**config.mk**
```make
export PLATFORM = sky130hd
export DESIGN_NAME = i2c_reg_master
export DESIGN_NICKNAME = d
export VERILOG_FILES = /design/src/i2c_reg_pkg.sv /design/src/i2c_bit_engine.sv /design/src/i2c_byte_controller.sv /design/src/i2c_reg_master.sv
export SDC_FILE = /design/constraint.sdc
export NUM_CORES = 1
export LEC_CHECK = 0
export BUFFER_PORTS_ARGS = -buffer_cell sky130_fd_sc_hd__buf_2
export CAP_MARGIN = 20
export CELL_PAD_IN_SITES_DETAIL_PLACEMENT = 1
export CELL_PAD_IN_SITES_GLOBAL_PLACEMENT = 1
export CORE_UTILIZATION = 43
export CTS_BUF_LIST = sky130_fd_sc_hd__clkbuf_8 sky130_fd_sc_hd__clkbuf_16
export CTS_CLUSTER_DIAMETER = 150
export DETAILED_ROUTE_END_ITERATION = 6
export GPL_TIMING_DRIVEN = 0
export MAX_ROUTING_LAYER = met4
export PLACE_DENSITY_LB_ADDON = 0.2
export RECOVER_POWER = 50
export SYNTH_ARGS = -nofsm -noshare
export SYNTH_HDL_FRONTEND = slang
export SYNTH_SLANG_ARGS = --single-unit
```
**constraint.sdc**
```tcl
create_clock -name COUNT -period 2.6 [get_ports COUNT]
set_input_delay 0.13 -clock COUNT [delete_from_list [all_inputs] [get_ports COUNT]]
set_output_delay 0.13 -clock COUNT [all_outputs]
set_load 0.005 [all_outputs]
```
**src/i2c_reg_pkg.sv**
```systemverilog
package i2c_reg_pkg;

    // Register address, data byte and shift register width
    typedef logic [7:0] byte_t;

    // 7-bit I2C device address, R/W bit appended on the bus
    typedef logic [6:0] dev_addr_t;

    // Bus operations issued by the byte controller to the bit engine
    typedef enum logic [1:0] {
        BIT_START = 2'd0,  // Also used for repeated START
        BIT_STOP  = 2'd1,
        BIT_WRITE = 2'd2,
        BIT_READ  = 2'd3
    } bit_cmd_e;

    // Transaction sequencer states
    typedef enum logic [2:0] {
        IDLE       = 3'd0,
        SEND_START = 3'd1,
        SEND_BYTE  = 3'd2,  // Address, register or data byte, MSB first
        GET_ACK    = 3'd3,
        RECV_BYTE  = 3'd4,
        SEND_NACK  = 3'd5,  // Master NACK after the single read byte
        SEND_STOP  = 3'd6
    } seq_state_e;

endpackage

```
**src/i2c_bit_engine.sv**
```systemverilog
`timescale 1ns/1ps

module i2c_bit_engine #(
    parameter int CLK_DIV = 125  // COUNT cycles per quarter SCL period
) (
    input  logic                  COUNT,
    input  logic                  reset_n,
    input  logic                  cmd_valid,
    input  i2c_reg_pkg::bit_cmd_e cmd,
    input  logic                  tx_bit,
    input  logic                  sda_in,
    output logic                  bit_done,
    output logic                  rx_bit,
    output logic                  scl_low,
    output logic                  sda_low
);
    import i2c_reg_pkg::*;

    localparam int DIV_W = $clog2(CLK_DIV);
    localparam logic [DIV_W-1:0] DIV_LAST = DIV_W'(CLK_DIV - 1);

    logic [DIV_W-1:0] div_cnt;
    logic [1:0]       quarter;
    logic             running;
    bit_cmd_e         cmd_q;

    bit_cmd_e         sel_cmd;
    logic [1:0]       sel_q;
    logic             quarter_end;
    logic             load_lvl;
    logic             sample;
    logic             scl_nxt;
    logic             sda_nxt;

    assign quarter_end = running && (div_cnt == DIV_LAST);

    // New levels at command accept and at every quarter boundary except the last
    assign load_lvl = (!running && cmd_valid) || (quarter_end && quarter != 2'd3);

    // Mid SCL high is the boundary between quarter 1 and 2
    assign sample = quarter_end && (quarter == 2'd1) && (cmd_q == BIT_READ);

    // Pick the command and the quarter whose levels are loaded next
    always_comb begin
        if (running) begin
            sel_cmd = cmd_q;
            sel_q   = quarter + 2'd1;
        end else begin
            sel_cmd = cmd;
            sel_q   = 2'd0;
        end
    end

    // Pull-down levels per quarter, anything not named holds its level
    always_comb begin
        scl_nxt = scl_low;
        sda_nxt = sda_low;
        case (sel_cmd)
            BIT_START: begin
                case (sel_q)
                    2'd0:    sda_nxt = 1'b0;  // Release SDA, SCL as it was
                    2'd1:    scl_nxt = 1'b0;  // SCL up with SDA high
                    2'd2:    sda_nxt = 1'b1;  // SDA falls while SCL high
                    default: scl_nxt = 1'b1;
                endcase
            end
            BIT_STOP: begin
                case (sel_q)
                    2'd0:    sda_nxt = 1'b1;  // SDA low while SCL still low
                    2'd1:    scl_nxt = 1'b0;
                    2'd2:    sda_nxt = 1'b0;  // SDA rises while SCL high
                    default: scl_nxt = 1'b0;
                endcase
            end
            BIT_WRITE: begin
                case (sel_q)
                    2'd0: begin
                        scl_nxt = 1'b1;
                        sda_nxt = ~tx_bit;    // Data set up during SCL low
                    end
                    2'd1:    scl_nxt = 1'b0;
                    2'd2:    scl_nxt = 1'b0;
                    default: scl_nxt = 1'b1;  // SDA held past the falling edge
                endcase
            end
            default: begin
                // Read, SDA left to the slave
                case (sel_q)
                    2'd0: begin
                        scl_nxt = 1'b1;
                        sda_nxt = 1'b0;
                    end
                    2'd1:    scl_nxt = 1'b0;
                    2'd2:    scl_nxt = 1'b0;
                    default: scl_nxt = 1'b1;
                endcase
            end
        endcase
    end

    always_ff @(posedge COUNT) begin
        if (!reset_n) begin
            running  <= 1'b0;
            div_cnt  <= '0;
            quarter  <= 2'd0;
            bit_done <= 1'b0;
            scl_low  <= 1'b0;
            sda_low  <= 1'b0;
        end else begin
            bit_done <= 1'b0;
            if (!running) begin
                if (cmd_valid) begin
                    running <= 1'b1;
                    div_cnt <= '0;
                    quarter <= 2'd0;
                end
            end else if (quarter_end) begin
                div_cnt <= '0;
                if (quarter == 2'd3) begin
                    running  <= 1'b0;
                    bit_done <= 1'b1;
                end else begin
                    quarter <= quarter + 2'd1;
                end
            end else begin
                div_cnt <= div_cnt + 1'b1;
            end

            if (load_lvl) begin
                scl_low <= scl_nxt;
                sda_low <= sda_nxt;
            end
        end
    end

    // Command and sampled bit
    always_ff @(posedge COUNT) begin
        if (!running && cmd_valid)
            cmd_q <= cmd;
        if (sample)
            rx_bit <= sda_in;
    end

endmodule

```
**src/i2c_byte_controller.sv**
```systemverilog
`timescale 1ns/1ps

module i2c_byte_controller (
    input  logic                   COUNT,
    input  logic                   reset_n,
    input  logic                   start,
    input  logic                   rw,
    input  i2c_reg_pkg::dev_addr_t dev_addr,
    input  i2c_reg_pkg::byte_t     reg_addr,
    input  i2c_reg_pkg::byte_t     wr_data,
    input  logic                   bit_done,
    input  logic                   rx_bit,
    output logic                   cmd_valid,
    output i2c_reg_pkg::bit_cmd_e  cmd,
    output logic                   tx_bit,
    output i2c_reg_pkg::byte_t     rd_data,
    output logic                   busy,
    output logic                   done,
    output logic                   ack_error
);
    import i2c_reg_pkg::*;

    seq_state_e state;
    seq_state_e state_nxt;
    logic [1:0] byte_idx;   // 0 dev W, 1 register, 2 data or dev R
    logic [1:0] idx_nxt;
    logic [2:0] bit_cnt;
    logic [2:0] cnt_nxt;

    // Operands captured at start
    logic       rw_q;
    dev_addr_t  dev_q;
    byte_t      reg_q;
    byte_t      data_q;

    byte_t      shift_q;
    byte_t      shift_nxt;
    logic [1:0] load_idx;
    byte_t      load_byte;

    logic       accept;
    logic       issue;
    bit_cmd_e   issue_cmd;
    logic       issue_tx;
    logic       nack_seen;
    logic       finish;

    assign accept = (state == IDLE) && start;  // Start while busy never reaches IDLE
    assign busy   = (state != IDLE);

    // Byte to send next, after START or after an acknowledged byte
    assign load_idx = (state == GET_ACK) ? byte_idx + 2'd1 : byte_idx;

    always_comb begin
        case (load_idx)
            2'd0:    load_byte = {dev_q, 1'b0};
            2'd1:    load_byte = reg_q;
            default: load_byte = rw_q ? {dev_q, 1'b1} : data_q;
        endcase
    end

    always_comb begin
        state_nxt = state;
        idx_nxt   = byte_idx;
        cnt_nxt   = bit_cnt;
        shift_nxt = shift_q;
        issue     = 1'b0;
        issue_cmd = BIT_WRITE;
        issue_tx  = 1'b1;
        nack_seen = 1'b0;
        finish    = 1'b0;
        case (state)
            IDLE: begin
                if (start) begin
                    state_nxt = SEND_START;
                    idx_nxt   = 2'd0;
                    issue     = 1'b1;
                    issue_cmd = BIT_START;
                end
            end
            SEND_START: begin
                if (bit_done) begin
                    state_nxt = SEND_BYTE;
                    shift_nxt = load_byte;
                    cnt_nxt   = 3'd0;
                    issue     = 1'b1;
                    issue_tx  = load_byte[7];
                end
            end
            SEND_BYTE: begin
                if (bit_done) begin
                    issue = 1'b1;
                    if (bit_cnt == 3'd7) begin
                        state_nxt = GET_ACK;
                        issue_cmd = BIT_READ;  // Slave ACK slot
                    end else begin
                        shift_nxt = {shift_q[6:0], 1'b0};
                        cnt_nxt   = bit_cnt + 3'd1;
                        issue_tx  = shift_q[6];
                    end
                end
            end
            GET_ACK: begin
                if (bit_done) begin
                    issue = 1'b1;
                    if (rx_bit) begin
                        // No ACK, abort with STOP
                        nack_seen = 1'b1;
                        state_nxt = SEND_STOP;
                        issue_cmd = BIT_STOP;
                    end else if (byte_idx == 2'd2 && rw_q) begin
                        state_nxt = RECV_BYTE;
                        cnt_nxt   = 3'd0;
                        issue_cmd = BIT_READ;
                    end else if (byte_idx == 2'd2) begin
                        state_nxt = SEND_STOP;
                        issue_cmd = BIT_STOP;
                    end else if (byte_idx == 2'd1 && rw_q) begin
                        state_nxt = SEND_START;  // Repeated START before dev R
                        idx_nxt   = 2'd2;
                        issue_cmd = BIT_START;
                    end else begin
                        state_nxt = SEND_BYTE;
                        idx_nxt   = byte_idx + 2'd1;
                        shift_nxt = load_byte;
                        cnt_nxt   = 3'd0;
                        issue_tx  = load_byte[7];
                    end
                end
            end
            RECV_BYTE: begin
                if (bit_done) begin
                    issue = 1'b1;
                    if (bit_cnt == 3'd7) begin
                        state_nxt = SEND_NACK;  // Write of a one is the NACK
                    end else begin
                        cnt_nxt   = bit_cnt + 3'd1;
                        issue_cmd = BIT_READ;
                    end
                end
            end
            SEND_NACK: begin
                if (bit_done) begin
                    state_nxt = SEND_STOP;
                    issue     = 1'b1;
                    issue_cmd = BIT_STOP;
                end
            end
            SEND_STOP: begin
                if (bit_done) begin
                    state_nxt = IDLE;
                    finish    = 1'b1;
                end
            end
            default: state_nxt = IDLE;
        endcase
    end

    always_ff @(posedge COUNT) begin
        if (!reset_n) begin
            state     <= IDLE;
            byte_idx  <= 2'd0;
            bit_cnt   <= 3'd0;
            cmd_valid <= 1'b0;
            done      <= 1'b0;
            ack_error <= 1'b0;
        end else begin
            state     <= state_nxt;
            byte_idx  <= idx_nxt;
            bit_cnt   <= cnt_nxt;
            cmd_valid <= issue;
            done      <= finish;
            if (accept)
                ack_error <= 1'b0;
            else if (nack_seen)
                ack_error <= 1'b1;
        end
    end

    // Operands, shift path and read data
    always_ff @(posedge COUNT) begin
        if (accept) begin
            rw_q   <= rw;
            dev_q  <= dev_addr;
            reg_q  <= reg_addr;
            data_q <= wr_data;
        end
        shift_q <= shift_nxt;
        if (issue) begin
            cmd    <= issue_cmd;
            tx_bit <= issue_tx;
        end
        if (state == RECV_BYTE && bit_done)
            rd_data <= {rd_data[6:0], rx_bit};  // MSB arrives first
    end

endmodule

```
**src/i2c_reg_master.sv**
```systemverilog
`timescale 1ns/1ps

module i2c_reg_master #(
    parameter int CLK_DIV = 125  // 100 kHz SCL from 50 MHz
) (
    input  logic                   COUNT,
    input  logic                   reset_n,
    input  logic                   start,
    input  logic                   rw,
    input  i2c_reg_pkg::dev_addr_t dev_addr,
    input  i2c_reg_pkg::byte_t     reg_addr,
    input  i2c_reg_pkg::byte_t     wr_data,
    output i2c_reg_pkg::byte_t     rd_data,
    output logic                   busy,
    output logic                   done,
    output logic                   ack_error,
    output logic                   scl_low,
    output logic                   sda_low,
    input  logic                   sda_in
);
    import i2c_reg_pkg::*;

    // Bit command strobe between sequencer and bus timing
    logic     cmd_valid;
    bit_cmd_e bit_cmd;
    logic     tx_bit;
    logic     bit_done;
    logic     rx_bit;

    i2c_byte_controller u_byte_ctrl (
        .COUNT     (COUNT),
        .reset_n   (reset_n),
        .start     (start),
        .rw        (rw),
        .dev_addr  (dev_addr),
        .reg_addr  (reg_addr),
        .wr_data   (wr_data),
        .bit_done  (bit_done),
        .rx_bit    (rx_bit),
        .cmd_valid (cmd_valid),
        .cmd       (bit_cmd),
        .tx_bit    (tx_bit),
        .rd_data   (rd_data),
        .busy      (busy),
        .done      (done),
        .ack_error (ack_error)
    );

    i2c_bit_engine #(
        .CLK_DIV (CLK_DIV)
    ) u_bit_engine (
        .COUNT     (COUNT),
        .reset_n   (reset_n),
        .cmd_valid (cmd_valid),
        .cmd       (bit_cmd),
        .tx_bit    (tx_bit),
        .sda_in    (sda_in),   // Wired-AND bus level
        .bit_done  (bit_done),
        .rx_bit    (rx_bit),
        .scl_low   (scl_low),
        .sda_low   (sda_low)
    );

endmodule

```
==> flow_summary.ini <==
[outcome]
status = finished, final reports clean

[sta]
skew_ns = 0.01313
fin_crit_sh = 0.9341
slew_viol_final = 0
rsz0062_at_grt = no
worst_pin_slew_ns = 0.6960
hold_viol = 0
finalCriticalPeriod_ns = 2.429
fmax_mhz = 411.7
whs_ns = 0.1127
relSlewSlack = 0.5346
setup_viol = 0

[detailed_routing]
ant_nets = 0
vias = 2785
drt-total-wl_um = 9686
drt-pass1-iter-count = 4
first_iter_violations = 109
vias_per_cell = 5.684
wl_per_cell_um = 19.77
drcViolationCount = 0

[synthesis]
syn_nets = 345
synth_area_leaders = edfxtp_1 40%, dfxtp_1 14%, ha_1 4.4%
ys_warn_count = 0
syn_inst = 305
yosys.area.top_type = edfxtp_1
synth_seq_cells = 69
yosysTopAreaCellShare = 0.3957
yosysSeqAreaShare = 0.5365
syn_avg_cell_area_um2 = 11.20
synth.distinct_cells = 66
synthArstFlopShare = 0
synth_area_um2 = 3415
ys.flop_type = edfxtp_1
synth_edf_count = 45

[die]
rows = 32
core_area_um2 = 7687
fp.dieW_um = 91.11
die_h_um = 91.11
start_util = 0.4442
die_area_um2 = 8301
num_io_pins = 41

[cts]
ctsHtreeMaxLevel = 3
cts_hold_buf = 25
postCtsResizedCells = 0
cts_tree = built
cts.clk_slew.worst_paths_ns = 0.09
cts_root_buf = clkbuf_8
clock_sinks = 69
post_cts_buffers = 0
cts_made_buffers = 9
clk_latency_ns = 0.36
clockBufferDepth = 2

[place]
gp_congestion = 0.8941
dpl.hpwl_um = 5900
placed_cell_area_um2 = 3747
io_buffers = 40

[layout]
syn_to_final_growth_pct = 23.53
n_antenna_cell = 0
fin_area_um2 = 4218
n_fill_cell = 850
drive_above_1_share = 0.2010
most-common-layout-cells = 45 x edfxtp_1, 39 x buf_2, 26 x nand2_1
utilization = 0.5487
final_common_cell = edfxtp_1
nets = 423

[worst_setup_path]
cp-start-kind = flop
critPathMaxStageDelay_ns = 0.48
cp.arrival_ns = 2.49
cp_cell_sequence = inv_1, ha_1, nor2_1, o21ai_0, a211oi_1, buf_2
required_ns = 2.66
crit_path_max_fanout = 8
critPathSlowestCell = dfxtp_1
endpoint_kind = flop
crit_type = reg2reg

[job]
maxCapViolCount = 0

[grt]
antenna_found_initial = 0
grt_use_total = 0.2575
grt_max_degree = 26
grt-ovfl-total = 0
grt_pass1_vias = 2993
grt_pass1_wl_um = 15670

[power_and_ir_drop]
p_leak_nw = 1.583
ir_drop_v = 0.0003164
p_per_area_nw_per_um2 = 678.6

[min_path]
hp-class = in2reg
## critical path: cells and delay by family (launching register included)
family                     cells  cell delay [ns]
adders and majority gates      1             0.28
AOI/OAI and AO/OA              2             0.60
buffers and inverters          2             0.40
DFF                            1             0.48
and+or+nand+nor                1             0.37
## where the power goes
group | switching, mW | total (mW) | internal [mW]
sequential | 0.0450 | 1.32 | 1.27
combinational | 0.290 | 0.499 | 0.209
clock | 0.488 | 1.05 | 0.557
## cell type report
cell class	count	area, um^2	area share
flip-flops and latches	69	1832	0.4343
clock inverters	7	105.1	0.02492
clock buffers	9	123.9	0.02937
well taps	102	127.6	0.03026
inverters	15	56.30	0.01335
repair buffers	67	455.4	0.1080
plain buffers	15	81.33	0.01928
multi-input cells	206	1436	0.3406
## cell usage after synthesis, types with 3 or more instances
library cell and number:
a21oi_1 21, a221oi_1 4, a31oi_1 4, and3_1 4
buf_2 3, buf_6 3, clkbuf_1 7, dfxtp_1 24
edfxtp_1 45, ha_1 12, inv_1 14, mux2_2 3
mux2i_1 8, nand2_1 26, nand2b_1 11, nand3_1 10
nor2_1 18, nor3_1 10, nor3b_1 3, o21ai_0 12
o221ai_1 3, or4_1 3
## worst paths after layout
| path | start | end | slack (ns) | cells past startpoint |
|---|---|---|---|---|
| hold reg to reg | u_byte_ctrl.rd_data[1]$_DFFE_PP_ | u_byte_ctrl.rd_data[2]$_DFFE_PP_ | 0.45 | 0 |
| setup / recovery | u_byte_ctrl.byte_idx[0]$_SDFFE_PN0P_ | u_byte_ctrl.shift_q[2]$_DFFE_PP_ | 0.17 | 6 |
| setup reg to reg | u_byte_ctrl.byte_idx[0]$_SDFFE_PN0P_ | u_byte_ctrl.shift_q[2]$_DFFE_PP_ | 0.17 | 6 |
| hold / removal | reset_n | u_bit_engine.div_cnt[6]$_SDFFE_PN0P_ | 0.11 | 3 |
## routing by layer
layer | part of all wire | global-route usage
met5 | 0 | -
met3 | 0.033 | 0.03936
met1 | 0.40 | 0.2790
met2 | 0.54 | 0.4552
met4 | 0.035 | 0.1349
## flip-flops by register name, summed over array words and instances (netlist names), 3 cells and up
name,flops
u_byte_ctrl.data_q,8
u_byte_ctrl.rd_data,8
u_byte_ctrl.reg_q,8
u_bit_engine.div_cnt,7
u_byte_ctrl.dev_q,7
u_byte_ctrl.shift_q,7
u_byte_ctrl.bit_cnt,3
u_byte_ctrl.state,3
## through the flow
stage	instances	setup TNS (ns)	total power [mW]	worst slack, ns
global route	490	0	2.971	0.0001437
CTS	489	0	2.853	0.2056
finish	490	0	2.862	0.1712
detailed placement	448	0	1.800	0.2427
floorplan	305	0	1.654	0.4990
global placement	447	-0.5530	1.785	-0.07909
## cell families after synthesis
group / Yosys count / share of synthesized area
buffers and inverters: 30 / 0.04287
adders and majority gates: 12 / 0.04397
and+or+nand+nor: 106 / 0.1737
DFF: 69 / 0.5365
AOI/OAI and AO/OA: 77 / 0.1697
muxes: 11 / 0.03335
No activity file was read; power rests on OpenSTA's default activity.
